`config.mk`:
```
export PLATFORM = sky130hd
export DESIGN_NAME = eth_tx_top
export DESIGN_NICKNAME = d
export VERILOG_FILES = /design/src/eth_axi_pkg.sv /design/src/eth_regs_pkg.sv /design/src/eth_tx_fetch.sv /design/src/eth_tx_regs.sv /design/src/eth_tx_stream.sv /design/src/eth_tx_top.sv
export VERILOG_INCLUDE_DIRS = /design/src
export SDC_FILE = /design/constraint.sdc
export NUM_CORES = 2
export LEC_CHECK = 0
export BUFFER_PORTS_ARGS = -buffer_cell sky130_fd_sc_hd__buf_2
export CAP_MARGIN = 10
export CORE_MARGIN = 1
export CORE_UTILIZATION = 60
export DETAILED_ROUTE_END_ITERATION = 10
export PLACE_DENSITY = 0.77
export SYNTH_ARGS = -nofsm -noshare
export SYNTH_HDL_FRONTEND = slang
export SYNTH_SLANG_ARGS = --single-unit
```
`constraint.sdc`:
```
create_clock -name clock -period 7.9 [get_ports clock]
set_input_delay 0.79 -clock clock [delete_from_list [all_inputs] [get_ports clock]]
set_output_delay 0.79 -clock clock [all_outputs]
set_load 0.01 [all_outputs]
```
`src/eth_tx_macros.svh`:
```
// Sizing constants and register offsets for the transmit DMA
// The ring holds 2**ETH_PKT_PTR_BITS descriptors
// The burst buffer holds 2**ETH_BURST_BITS words
`ifndef ETH_TX_MACROS_SVH
`define ETH_TX_MACROS_SVH

`define ETH_PKT_PTR_BITS  4
`define ETH_BURST_BITS    5
`define ETH_MIN_BURST     16
`define ETH_REG_ADDR_BITS 12
`define ETH_SIZE_BITS     14

// Byte offsets in the global region
`define ETH_REG_CTRL      10'h000
`define ETH_REG_INT_EN    10'h004
`define ETH_REG_INT_STAT  10'h008
`define ETH_REG_PKT_INP   10'h00c
`define ETH_REG_PKT_OUT   10'h010
`define ETH_REG_ENABLE    10'h014

`define ETH_REGION_GLOBAL 2'd0
`define ETH_REGION_DESC   2'd3

// Field offsets within one descriptor
`define ETH_DESC_ADDR     4'h0
`define ETH_DESC_SIZE     4'h4

`endif

```
`src/eth_axi_pkg.sv`:
```
// AXI4 read channel types
// Burst lengths are limited by the size of the burst buffer
`include "eth_tx_macros.svh"

package eth_axi_pkg;

    // Burst length minus one
    typedef logic [`ETH_BURST_BITS-1:0] burst_len_t;

    typedef logic [1:0] axi_resp_t;

    localparam axi_resp_t AXI_RESP_OKAY = 2'b00;

endpackage

```
`src/eth_regs_pkg.sv`:
```
// Register map types for the transmit DMA
// The descriptor view assumes a ring of 16 entries of 16 bytes each
`include "eth_tx_macros.svh"

package eth_regs_pkg;

    typedef logic [`ETH_PKT_PTR_BITS-1:0] pkt_ptr_t;
    typedef logic [`ETH_SIZE_BITS-1:0] pkt_size_t;
    typedef logic [1:0] byte_lane_t;

    // Register address seen as region and offset
    typedef struct packed {
        logic [1:0] region;
        logic [9:0] offset;
    } reg_global_t;

    // Register address seen as descriptor slot and field
    typedef struct packed {
        logic [1:0] region;
        logic [1:0] unused;
        pkt_ptr_t   index;
        logic [3:0] field;
    } reg_desc_t;

    typedef union packed {
        reg_global_t glob;
        reg_desc_t   desc;
    } reg_addr_t;

endpackage

```
`src/eth_tx_fetch.sv`:
```
// AXI4 read master that fills the burst buffer with one packet's words
// Bursts never cross a 4 KB boundary nor exceed the free buffer space
// Packet lengths of zero are not supported
`timescale 1ns/1ns
`include "eth_tx_macros.svh"

module eth_tx_fetch (
    input  logic                    clock,
    input  logic                    reset,
    input  logic                    tx_start,
    input  logic [31:0]             pkt_addr,
    input  eth_regs_pkg::pkt_size_t pkt_size,
    input  eth_axi_pkg::burst_len_t buf_out,
    output logic [31:0]             m_axi_araddr,
    output eth_axi_pkg::burst_len_t m_axi_arlen,
    output logic                    m_axi_arvalid,
    input  logic                    m_axi_arready,
    input  logic [31:0]             m_axi_rdata,
    input  logic                    m_axi_rlast,
    input  eth_axi_pkg::axi_resp_t  m_axi_rresp,
    input  logic                    m_axi_rvalid,
    output logic                    m_axi_rready,
    output logic                    buf_wr,
    output logic [31:0]             buf_wr_data,
    output eth_axi_pkg::burst_len_t buf_inp,
    output logic                    fetch_done,
    output logic                    rd_err
);

    import eth_regs_pkg::*;
    import eth_axi_pkg::*;

    logic        active;
    logic        rd_cyc;
    logic [29:0] word_addr;
    pkt_size_t   word_left;
    burst_len_t  free_len;
    burst_len_t  burst_len;
    burst_len_t  burst_len4k;
    logic        can_issue;

    assign m_axi_rready = rd_cyc;
    assign buf_wr       = rd_cyc && m_axi_rvalid;
    assign buf_wr_data  = m_axi_rdata;

    // One slot stays empty so a full buffer differs from an empty one
    assign free_len = buf_out - buf_inp - 1'b1;

    assign burst_len = (word_left >= pkt_size_t'(free_len)) ? free_len - 1'b1
                                                          : burst_len_t'(word_left) - 1'b1;

    // Complement of the word index is the distance to the 4 KB boundary minus one
    assign burst_len4k = (~word_addr[9:0] >= 10'(burst_len)) ? burst_len
                                                             : ~word_addr[4:0];

    // Wait for a worthwhile burst unless the rest of the packet fits
    assign can_issue = active && !rd_cyc && !fetch_done && free_len != '0 &&
                       (free_len >= burst_len_t'(`ETH_MIN_BURST) ||
                        word_left <= pkt_size_t'(free_len));

    always_ff @(posedge clock) begin
        if (reset) begin
            active        <= 1'b0;
            rd_cyc        <= 1'b0;
            m_axi_arvalid <= 1'b0;
            buf_inp       <= '0;
            fetch_done    <= 1'b0;
            rd_err        <= 1'b0;
        end else if (!tx_start) begin
            active        <= 1'b0;
            rd_cyc        <= 1'b0;
            m_axi_arvalid <= 1'b0;
            buf_inp       <= '0;
            fetch_done    <= 1'b0;
        end else if (!active) begin
            active <= 1'b1;
            rd_err <= 1'b0;
        end else if (rd_cyc) begin
            if (m_axi_arvalid && m_axi_arready) begin
                m_axi_arvalid <= 1'b0;
            end
            if (buf_wr) begin
                buf_inp <= buf_inp + 1'b1;
                if (word_left <= pkt_size_t'(1)) begin
                    fetch_done <= 1'b1;
                end
                if (m_axi_rlast) begin
                    rd_cyc <= 1'b0;
                end
                if (m_axi_rresp != AXI_RESP_OKAY) begin
                    rd_err <= 1'b1;
                end
            end
        end else if (can_issue) begin
            rd_cyc        <= 1'b1;
            m_axi_arvalid <= 1'b1;
        end
    end

    // Word position, count and burst request fields
    always_ff @(posedge clock) begin
        if (tx_start && !active) begin
            word_addr <= pkt_addr[31:2];
            word_left <= pkt_size_t'((15'(pkt_size) + 15'(pkt_addr[1:0]) + 15'd3) >> 2);
        end else if (buf_wr) begin
            word_addr <= word_addr + 1'b1;
            word_left <= word_left - 1'b1;
        end
        if (can_issue) begin
            m_axi_araddr <= {word_addr, 2'b00};
            m_axi_arlen  <= burst_len4k;
        end
    end

endmodule

```
`src/eth_tx_regs.sv`:
```
// AXI-Lite register block with the transmit descriptor ring
// Every write gets an OKAY response and unmapped addresses read as zero
`timescale 1ns/1ns
`include "eth_tx_macros.svh"

module eth_tx_regs (
    input  logic                          clock,
    input  logic                          reset,
    input  logic [`ETH_REG_ADDR_BITS-1:0] s_axi_awaddr,
    input  logic                          s_axi_awvalid,
    output logic                          s_axi_awready,
    input  logic [31:0]                   s_axi_wdata,
    input  logic                          s_axi_wvalid,
    output logic                          s_axi_wready,
    output logic [1:0]                    s_axi_bresp,
    output logic                          s_axi_bvalid,
    input  logic                          s_axi_bready,
    input  logic [`ETH_REG_ADDR_BITS-1:0] s_axi_araddr,
    input  logic                          s_axi_arvalid,
    output logic                          s_axi_arready,
    output logic [31:0]                   s_axi_rdata,
    output logic [1:0]                    s_axi_rresp,
    output logic                          s_axi_rvalid,
    input  logic                          s_axi_rready,
    output logic                          interrupt,
    input  logic                          tx_axis_tready,
    output logic                          tx_start,
    output logic [31:0]                   pkt_addr,
    output eth_regs_pkg::pkt_size_t       pkt_size,
    input  logic                          fetch_done,
    input  logic                          stream_done,
    input  logic                          rd_err
);

    import eth_regs_pkg::*;

    reg_addr_t   read_addr;
    reg_addr_t   write_addr;
    logic [31:0] write_data;
    logic        rd_req;
    logic [1:0]  wr_req;
    logic        wr_fire;
    logic [31:0] rd_word;

    logic        tx_enable;
    logic        tx_int;
    logic [31:0] int_enable;
    pkt_ptr_t    tx_pkt_inp;
    pkt_ptr_t    tx_pkt_out;
    logic [31:0] tx_addr [1<<`ETH_PKT_PTR_BITS];
    pkt_size_t   tx_size [1<<`ETH_PKT_PTR_BITS];

    // A held response blocks new requests
    assign s_axi_arready = !rd_req && !s_axi_rvalid;
    assign s_axi_awready = !wr_req[0] && !s_axi_bvalid;
    assign s_axi_wready  = !wr_req[1] && !s_axi_bvalid;
    assign wr_fire       = wr_req == 2'b11 && !s_axi_bvalid;
    assign s_axi_rresp   = 2'b00;
    assign s_axi_bresp   = 2'b00;

    assign interrupt = int_enable[0] && tx_int;
    assign pkt_addr  = tx_addr[tx_pkt_out];
    assign pkt_size  = tx_size[tx_pkt_out];

    always_comb begin
        rd_word = '0;
        if (read_addr.glob.region == `ETH_REGION_GLOBAL) begin
            case (read_addr.glob.offset)
                `ETH_REG_CTRL:     rd_word = {29'd0, rd_err, fetch_done, tx_start};
                `ETH_REG_INT_EN:   rd_word = int_enable;
                `ETH_REG_INT_STAT: rd_word = {31'd0, tx_int};
                `ETH_REG_PKT_INP:  rd_word = 32'(tx_pkt_inp);
                `ETH_REG_PKT_OUT:  rd_word = 32'(tx_pkt_out);
                `ETH_REG_ENABLE:   rd_word = {31'd0, tx_enable};
                default:           rd_word = '0;
            endcase
        end else if (read_addr.desc.region == `ETH_REGION_DESC) begin
            case (read_addr.desc.field)
                `ETH_DESC_ADDR: rd_word = tx_addr[read_addr.desc.index];
                `ETH_DESC_SIZE: rd_word = 32'(tx_size[read_addr.desc.index]);
                default:        rd_word = '0;
            endcase
        end
    end

    // Captured request fields, read data and descriptor storage
    always_ff @(posedge clock) begin
        if (s_axi_arready && s_axi_arvalid) begin
            read_addr <= s_axi_araddr;
        end
        if (rd_req && !s_axi_rvalid) begin
            s_axi_rdata <= rd_word;
        end
        if (s_axi_awready && s_axi_awvalid) begin
            write_addr <= s_axi_awaddr;
        end
        if (s_axi_wready && s_axi_wvalid) begin
            write_data <= s_axi_wdata;
        end
        if (wr_fire && write_addr.desc.region == `ETH_REGION_DESC) begin
            if (write_addr.desc.field == `ETH_DESC_ADDR) begin
                tx_addr[write_addr.desc.index] <= write_data;
            end
            if (write_addr.desc.field == `ETH_DESC_SIZE) begin
                tx_size[write_addr.desc.index] <= write_data[`ETH_SIZE_BITS-1:0];
            end
        end
    end

    always_ff @(posedge clock) begin
        if (reset) begin
            rd_req       <= 1'b0;
            wr_req       <= 2'b00;
            s_axi_rvalid <= 1'b0;
            s_axi_bvalid <= 1'b0;
            tx_enable    <= 1'b0;
            tx_int       <= 1'b0;
            int_enable   <= '0;
            tx_pkt_inp   <= '0;
            tx_pkt_out   <= '0;
            tx_start     <= 1'b0;
        end else begin
            if (s_axi_arready && s_axi_arvalid) begin
                rd_req <= 1'b1;
            end
            if (s_axi_rvalid && s_axi_rready) begin
                s_axi_rvalid <= 1'b0;
            end else if (rd_req && !s_axi_rvalid) begin
                s_axi_rvalid <= 1'b1;
                rd_req       <= 1'b0;
            end
            if (s_axi_awready && s_axi_awvalid) begin
                wr_req[0] <= 1'b1;
            end
            if (s_axi_wready && s_axi_wvalid) begin
                wr_req[1] <= 1'b1;
            end
            if (s_axi_bvalid && s_axi_bready) begin
                s_axi_bvalid <= 1'b0;
            end else if (wr_fire) begin
                s_axi_bvalid <= 1'b1;
                wr_req       <= 2'b00;
                if (write_addr.glob.region == `ETH_REGION_GLOBAL) begin
                    case (write_addr.glob.offset)
                        `ETH_REG_INT_EN:   int_enable <= write_data;
                        `ETH_REG_INT_STAT: tx_int <= write_data[0];
                        `ETH_REG_PKT_INP:  tx_pkt_inp <= write_data[`ETH_PKT_PTR_BITS-1:0];
                        `ETH_REG_ENABLE:   tx_enable <= write_data[0];
                        default: ;
                    endcase
                end
            end
            // Start when the ring holds a packet and both engines are idle
            if (tx_enable && !tx_start && !fetch_done && !stream_done &&
                tx_pkt_inp != tx_pkt_out && tx_axis_tready) begin
                tx_start <= 1'b1;
            end else if (tx_start && fetch_done && stream_done) begin
                tx_start   <= 1'b0;
                tx_pkt_out <= tx_pkt_out + 1'b1;
                tx_int     <= 1'b1;
            end
        end
    end

endmodule

```
`src/eth_tx_stream.sv`:
```
// Burst buffer and byte unpacker for the transmit byte stream
// Bytes leave little-endian from the start lane given by the packet address
`timescale 1ns/1ns
`include "eth_tx_macros.svh"

module eth_tx_stream (
    input  logic                       clock,
    input  logic                       reset,
    input  logic                       tx_start,
    input  logic [31:0]                pkt_addr,
    input  eth_regs_pkg::pkt_size_t    pkt_size,
    input  logic                       buf_wr,
    input  logic [31:0]                buf_wr_data,
    input  logic [`ETH_BURST_BITS-1:0] buf_inp,
    output logic [`ETH_BURST_BITS-1:0] buf_out,
    input  logic                       fetch_done,
    output logic                       stream_done,
    output logic [7:0]                 tx_axis_tdata,
    output logic                       tx_axis_tvalid,
    input  logic                       tx_axis_tready,
    output logic                       tx_axis_tlast
);

    import eth_regs_pkg::*;

    logic [31:0]                burst_buf [1<<`ETH_BURST_BITS];
    logic                       active;
    byte_lane_t                 lane;
    byte_lane_t                 last_lane;
    logic [`ETH_BURST_BITS-1:0] buf_out_next;

    assign buf_out_next   = buf_out + 1'b1;
    assign tx_axis_tvalid = buf_inp != buf_out;
    assign tx_axis_tdata  = burst_buf[buf_out][8*lane +: 8];

    // Final byte sits in the last buffered word once the fetch has finished
    assign tx_axis_tlast = fetch_done && buf_out_next == buf_inp && lane == last_lane;

    always_ff @(posedge clock) begin
        if (buf_wr) begin
            burst_buf[buf_inp] <= buf_wr_data;
        end
    end

    always_ff @(posedge clock) begin
        if (tx_start && !active) begin
            last_lane <= pkt_addr[1:0] + pkt_size[1:0] - 2'd1;
        end
    end

    always_ff @(posedge clock) begin
        if (reset) begin
            active      <= 1'b0;
            buf_out     <= '0;
            lane        <= '0;
            stream_done <= 1'b0;
        end else if (!tx_start) begin
            active      <= 1'b0;
            buf_out     <= '0;
            stream_done <= 1'b0;
        end else if (!active) begin
            active <= 1'b1;
            lane   <= pkt_addr[1:0];
        end else if (tx_axis_tvalid && tx_axis_tready) begin
            lane <= lane + 1'b1;
            if (tx_axis_tlast) begin
                buf_out     <= buf_out_next;
                stream_done <= 1'b1;
            end else if (lane == 2'd3) begin
                buf_out <= buf_out_next;
            end
        end
    end

endmodule

```
`src/eth_tx_top.sv`:
```
// Transmit DMA top level
// All ports share one clock and a synchronous active-high reset
`timescale 1ns/1ns
`include "eth_tx_macros.svh"

module eth_tx_top (
    input  logic                          clock,
    input  logic                          reset,
    input  logic [`ETH_REG_ADDR_BITS-1:0] s_axi_awaddr,
    input  logic                          s_axi_awvalid,
    output logic                          s_axi_awready,
    input  logic [31:0]                   s_axi_wdata,
    input  logic                          s_axi_wvalid,
    output logic                          s_axi_wready,
    output logic [1:0]                    s_axi_bresp,
    output logic                          s_axi_bvalid,
    input  logic                          s_axi_bready,
    input  logic [`ETH_REG_ADDR_BITS-1:0] s_axi_araddr,
    input  logic                          s_axi_arvalid,
    output logic                          s_axi_arready,
    output logic [31:0]                   s_axi_rdata,
    output logic [1:0]                    s_axi_rresp,
    output logic                          s_axi_rvalid,
    input  logic                          s_axi_rready,
    output logic [31:0]                   m_axi_araddr,
    output eth_axi_pkg::burst_len_t       m_axi_arlen,
    output logic                          m_axi_arvalid,
    input  logic                          m_axi_arready,
    input  logic [31:0]                   m_axi_rdata,
    input  logic                          m_axi_rlast,
    input  eth_axi_pkg::axi_resp_t        m_axi_rresp,
    input  logic                          m_axi_rvalid,
    output logic                          m_axi_rready,
    output logic                          interrupt,
    output logic [7:0]                    tx_axis_tdata,
    output logic                          tx_axis_tvalid,
    input  logic                          tx_axis_tready,
    output logic                          tx_axis_tlast
);

    import eth_axi_pkg::*;

    logic                      tx_start;
    logic [31:0]               pkt_addr;
    logic [`ETH_SIZE_BITS-1:0] pkt_size;
    logic                      fetch_done;
    logic                      stream_done;
    logic                      rd_err;
    logic                      buf_wr;
    logic [31:0]               buf_wr_data;
    burst_len_t                buf_inp;
    burst_len_t                buf_out;

    eth_tx_regs i_eth_tx_regs (.*);

    eth_tx_fetch i_eth_tx_fetch (.*);

    eth_tx_stream i_eth_tx_stream (.*);

endmodule

```
======== Word level (Yosys, flattened, before mapping) ========
Memories as Yosys holds them, arrays and structs flattened. A register that Yosys moved wholly into a read port is not among the register bits.
Cells that the tools add are included.
storage, ports and cells
  input bits .............................. 101
  output and inout port bits .............. 91
  bits in registers ....................... 235
  memory bits (writable) .................. 1,760
  word-level logic and storage cells ...... 203
  memories kept ........................... 3
operators by class
  equal/unequal tests ..................... 24
  $add $sub $neg .......................... 14
  bitwise logic cells ..................... 5
  reductions and logical operators ........ 65
  order comparisons ....................... 5
  muxes and demuxes ....................... 57
  shift operators ......................... 1
memory list
  memory                     words  width  rd ports  clocked after memory_dff  wr ports  RTL line             source
  i_eth_tx_stream.burst_buf  32     32     1         1                         1         eth_tx_stream.sv:26  logic [31:0] burst_buf [1<<`ETH_BURST_BITS];
  i_eth_tx_regs.tx_addr      16     32     2         2                         1         eth_tx_regs.sv:50    logic [31:0] tx_addr [1<<`ETH_PKT_PTR_BITS];
  i_eth_tx_regs.tx_size      16     14     2         2                         1         eth_tx_regs.sv:51    pkt_size_t tx_size [1<<`ETH_PKT_PTR_BITS];
operators by type and width
  cell                                                                     number
  32-bit one-hot mux with 6 select lines                                   1
  32-bit two-way mux                                                       2
  32-bit one-hot mux with 2 select lines                                   1
  30-bit two-way mux                                                       2
  10-bit by 4-bit equality test with 1-bit output (second input constant)  4
  1-bit two-way mux                                                        33
  32-bit by 6-bit variable part select with 8-bit output                   1
  30-bit by 1-bit adder with 30-bit output (second input constant)         1
  10-bit by 5-bit equality test with 1-bit output (second input constant)  3
  5-bit two-way mux                                                        6
  1-bit logical AND                                                        29
  13-bit two-way mux                                                       2
  4-bit two-way mux                                                        6
  10-bit by 3-bit equality test with 1-bit output (second input constant)  2
  4-bit AND reduction                                                      5
  14-bit by 2-bit adder with 15-bit output                                 1
  15-bit by 2-bit adder with 15-bit output (second input constant)         1
  5-bit by 1-bit subtractor with 5-bit output (second input constant)      3
  14-bit by 5-bit >= comparator with 1-bit output                          1
  14-bit by 1-bit <= comparator with 1-bit output (second input constant)  1
  14-bit by 5-bit <= comparator with 1-bit output                          1
  14-bit by 1-bit subtractor with 14-bit output (second input constant)    1
  3-bit AND reduction                                                      4
  5-bit by 1-bit adder with 5-bit output (second input constant)           2
  other kinds (28)                                                         58

======== Logic depth before layout (Yosys ltp) ========
  word-level depth ........................ 10
  gate-level depth with buffers ........... 25
  gate-level depth less buffers ........... 24

======== Cells and area by module ========
A second synthesis with hierarchy kept.
unflattened totals
  cells, all modules ...................... 4,075
  area, all modules ....................... 83,744.1 um^2
modules (own cells, without submodules)
  module         area each (um^2)  cells each  seq. area each (um^2)  instances
  eth_tx_stream  39,870.7          1,592       31,089.8               1
  eth_tx_regs    38,703.4          1,982       25,864.8               1
  eth_tx_fetch   5,170.0           501         2,562.5                1

======== Worst setup path after synthesis ========
OpenSTA, ideal clock, no wires.
  path kind ............................... reg2reg
  start ................................... reg i_eth_tx_regs.s_axi_bvalid
  end ..................................... mem i_eth_tx_regs.tx_addr[3][0] (enable)
  setup slack ............................. 3,290 ps
  period minus slack after synthesis ...... 4,610 ps
  arrival ................................. 4,108 ps
  required time ........................... 7,398 ps
  setup time .............................. 502 ps
  buffers on the path ..................... 0
  stages on the path, launching flop included .. 5
  cell sequence ........................... dfxtp_1 -> nand3b_1 -> nor3_1 -> nand2_1 -> nor4_1
between the ends
  word-level cells in the longest chain between the ends .. 5
RTL lines
  item                                     RTL line            source
  start: declaration                       eth_tx_regs.sv:16   output logic s_axi_bvalid,
  start signal: assignment                 eth_tx_regs.sv:115  s_axi_bvalid <= 1'b0;
  start signal: assignment                 eth_tx_regs.sv:139  s_axi_bvalid <= 1'b0;
  start signal: assignment                 eth_tx_regs.sv:141  s_axi_bvalid <= 1'b1;
  1-bit logical NOT                        eth_tx_regs.sv:57   assign wr_fire = wr_req == 2'b11 && !s_axi_bvalid;
  1-bit logical AND                        eth_tx_regs.sv:57
  1-bit logical AND (no source line)       -
  1-bit two-way mux                        eth_tx_regs.sv:100  if (wr_fire && write_addr.desc.region == `ETH_REGION_DESC) begin
  1-bit two-way mux (implied by the code)  eth_tx_regs.sv:102  tx_addr[write_addr.desc.index] <= write_data;
  end: declaration                         eth_tx_regs.sv:50
No other way between the ends.

==> run_results.csv <==
group,metric,value,unit
global_routing,grt_usage,0.310,
sta,finalHoldViolations,0,
power,p_per_area,233,nW/um2
clock_tree,cts_resized,0,
power,vdd_drop_max,0.221,mV
place,dp_slack,2.57,ns
setup_path,cp_num_buf_inv,2,
hold_path,hold_class,"in2reg",
sta,setup_slack,2.39,ns
clock_tree,holdBufCountCts,0,
sta,finalClockSkew,0.0404,ns
clock_tree,clock_sinks,2008,
logic_synthesis,ys_seq_elements,2008,
clock_tree,cts.path.max_buffers,3,
power,p_int,17.2,mW
place,portBuffers,185,
sta,fmax,181,MHz
drt,drtIter0Drc,5846,
global_routing,antenna_found_initial,8,
logic_synthesis,netlist_instances,3922,
drt,drtAntennaViolNets,0,
drt,routed_wl,213000,um
global_routing,overflow,0,
clock_tree,cts_tree,"done",
sta,fin_crit_sh,0.698,
setup_path,critical_path.most_common_cell,"mux4_2",
die,die_y,374,um
logic_synthesis,yosysWarnings,0,
power,p_clk_frac,0.421,
drt,vias_per_cell,6.99,
layout,final_nets,4307,
logic_synthesis,ys_async_sr_fraction,0,
sta,worstMarginPinSlew,1.25,ns
drt,drtPass1Iterations,6,
clock_tree,numCtsBuffers,196,
clock_tree,clkSlewWorstSetupHoldPaths,0.06,ns
clock_tree,clk_latency,0.82,ns
layout,synthToLayoutAreaGrowth,11.6,%
global_routing,grt_pass1_vias,44200,
clock_tree,htreeDepth,4,
setup_path,startpoint_type,"flop",
logic_synthesis,synth_edf_count,1928,
global_routing,grt_pass1_wl,307000,um
setup_path,path_max_fanout,38,
power,p_seq_frac,0.548,
die,die-width,374,um
clock_tree,root_buffer,"clkbuf_16",
sta,rsz0062_at_grt,"false",
flow_run,max_cap_viol_count,0,
sta,slew_violations,0,
sta,maxSlewHeadroom,0.168,
logic_synthesis,synth_seq_area_share,0.715,
outcome,status,"completed",
setup_path,worstSetupEndpointType,"primary output",
logic_synthesis,netlist_area,83200,um2
setup_path,path_cells,"buf_4, mux4_2, mux4_2, mux2_2, o22ai_1, a221oi_1, buf_2",
sta,setup_viol,0,
place,dp_hpwl,113000,um
die,start_util,0.605,
setup_path,required,7.11,ns
power,p_switching,4.40,mW
clock_tree,postCtsSetupRepairBufs,0,
setup_path,crit_family,"multiplexers",
setup_path,cp.arrival,4.72,ns
power,switching_share,0.203,
global_routing,grt_start_max_net_pins,130,
logic_synthesis,synth.distinct_cells,59,
power,p_leak,28.3,nW
die,die_area,140000,um2
sta,fin_setup_tns,0,ns
drt,drcViolationCount,0,
drt,vias,42900,
die,io_pins,192,
die,fp-row-count,136,
setup_path,critPathKind,"reg2out",
logic_synthesis,avgSynthCellArea,21.2,um2
layout,drive_above_1_share,0.325,
logic_synthesis,dominantRegCellSynth,"edfxtp_1",
setup_path,cp_slowest_cell,"dfxtp_4",
die,coreArea,137000,um2
drt,avgRoutedWirePerCell,34.8,um
place,place_congestion,0.869,
sta,period_needed,5.51,ns
setup_path,cpPeakStageDelay,0.74,ns
power,comb_power_share,0.031,
-- cell type report --
type                            instances  area, um2
Fill cell                            8426      44600
Timing Repair Buffer                  290       1780
Antenna cell                            5       12.5
Multi-Input combinational cell       1648      23000
Clock inverter                         88        827
Inverter                               33        124
Tap cell                             1794       2240
Sequential cell                      2008      59500
Clock buffer                          273       5340
-- per-stage QoR --
step | instance area (um2) | std cells | hold WS [ns] | power [mW] | utilization
after floorplan | 83200 | 3927 | 0.426 | 12.4 | -
after global placement | 86600 | 5772 | 0.438 | 12.7 | 0.630
after detailed placement | 86600 | 5772 | 0.444 | 12.7 | 0.630
after CTS | 92800 | 6133 | 0.103 | 21.7 | 0.675
after global routing | 92800 | 6134 | 0.119 | 22.1 | 0.675
final | 92800 | 6139 | 0.153 | 21.6 | 0.675
-- final timing paths --
| path | start | end | slack, ns | cells after the start |
|---|---|---|---|---|
| max | flop | tx_axis_tdata[3] | 2.39 | 7 |
| min | s_axi_wdata[19] | i_eth_tx_regs.write_data[19] | 0.15 | 1 |
| max reg2reg | i_eth_tx_fetch.buf_inp[0] | i_eth_tx_fetch.m_axi_arlen[2] | 2.49 | 22 |
| min reg2reg | i_eth_tx_regs.int_enable[1] | i_eth_tx_regs.int_enable[1] | 0.45 | 2 |
-- cells in the mapped netlist (all sizes together), types with 14 or more instances --
cell    instances  area share
edfxtp       1928        0.70
mux4          754        0.20
nand2         168      0.0076
clkbuf        142      0.0064
nor2          119      0.0054
buf            96      0.0056
a21oi          87      0.0052
dfxtp          80       0.019
mux2i          70      0.0084
xnor2          49      0.0052
o21ai          48      0.0029
inv            33      0.0015
nor3           28      0.0017
ha             27      0.0041
nor2b          26      0.0020
xor2           26      0.0027
nand3          23      0.0014
mux2           21      0.0028
a211oi         20      0.0018
a22o           18      0.0019
nand4          17      0.0013
a22oi          15      0.0014
o22ai          14      0.0011
-- cells in the final DEF (no fill, tap or decap), types with 6 or more instances in the layout --
master	netlist	final
o21ai_0	47	47
bufinv_16	0	16
edfxtp_1	1928	1928
nor2_1	119	79
dfxtp_4	0	11
a211oi_1	20	20
ha_1	27	27
clkbuf_8	0	8
clkinv_2	0	30
xnor2_1	49	49
buf_2	53	185
a22o_1	18	18
nand2_1	168	168
a221oi_1	8	8
nor3_1	28	18
clkbuf_1	141	66
mux4_2	754	754
nand2b_1	13	13
dfxtp_1	80	67
a21oi_1	87	87
mux2i_1	70	70
inv_1	33	31
nor3_2	0	10
xor2_1	26	26
buf_4	9	100
conb_1	1	6
or2_2	6	6
o22ai_1	14	14
a22oi_1	15	15
or3_1	12	12
nand3_1	23	23
inv_6	0	6
nor2_4	0	39
nor2b_1	26	24
clkbuf_16	0	199
nand4_1	17	17
clkinv_1	0	34
mux2_2	21	21
nor4_1	13	9
-- logic make-up after synthesis --
family / synth area share
flip-flops: 0.715
AO/OA/AOI/OAI: 0.0176
buffers and inverters: 0.0135
adder cells (fa/ha/maj): 0.00454
XOR/XNOR: 0.00844
AND/OR/NAND/NOR: 0.0252
other: 0.0000451
multiplexers: 0.215
-- state kept, by name, summed over array words and instances (netlist names), 2 cells and up, named ones only --
signal / count
i_eth_tx_stream.burst_buf: 1024
i_eth_tx_regs.tx_addr: 512
i_eth_tx_regs.tx_size: 224
i_eth_tx_regs.int_enable: 32
i_eth_tx_regs.s_axi_rdata: 32
i_eth_tx_regs.write_data: 32
i_eth_tx_fetch.m_axi_araddr: 30
i_eth_tx_fetch.word_addr: 30
i_eth_tx_fetch.word_left: 14
i_eth_tx_regs.read_addr: 12
i_eth_tx_regs.write_addr: 12
i_eth_tx_fetch.buf_inp: 5
i_eth_tx_fetch.m_axi_arlen: 5
i_eth_tx_stream.buf_out: 5
i_eth_tx_regs.tx_pkt_inp: 4
i_eth_tx_regs.tx_pkt_out: 4
i_eth_tx_regs.wr_req: 2
i_eth_tx_stream.lane: 2
i_eth_tx_stream.last_lane: 2
-- layer usage --
| layer | vias to the layer above | track usage | share of wire |
|---|---|---|---|
| li1 | 17100 | - | - |
| met1 | 22500 | 0.407 | 0.35 |
| met2 | 2722 | 0.509 | 0.50 |
| met3 | 561 | 0.0661 | 0.11 |
| met4 | 2 | 0.127 | 0.043 |
| met5 | - | 0 | 0.000061 |
-- power groups by stage --
| stage | Clock, mW | Sequential (mW) | Combinational, mW |
|---|---|---|---|
| 4_1_cts | 9.18 | 11.8 | 0.665 |
| 3_3_place_gp | 0 | 12.1 | 0.652 |
| 2_1_floorplan | 0 | 12.0 | 0.450 |
| 3_5_place_dp | 0 | 12.1 | 0.663 |
| 5_1_grt | 9.55 | 11.9 | 0.704 |
| 6_report | 9.11 | 11.8 | 0.670 |
No activity file was read; power rests on OpenSTA's default activity.
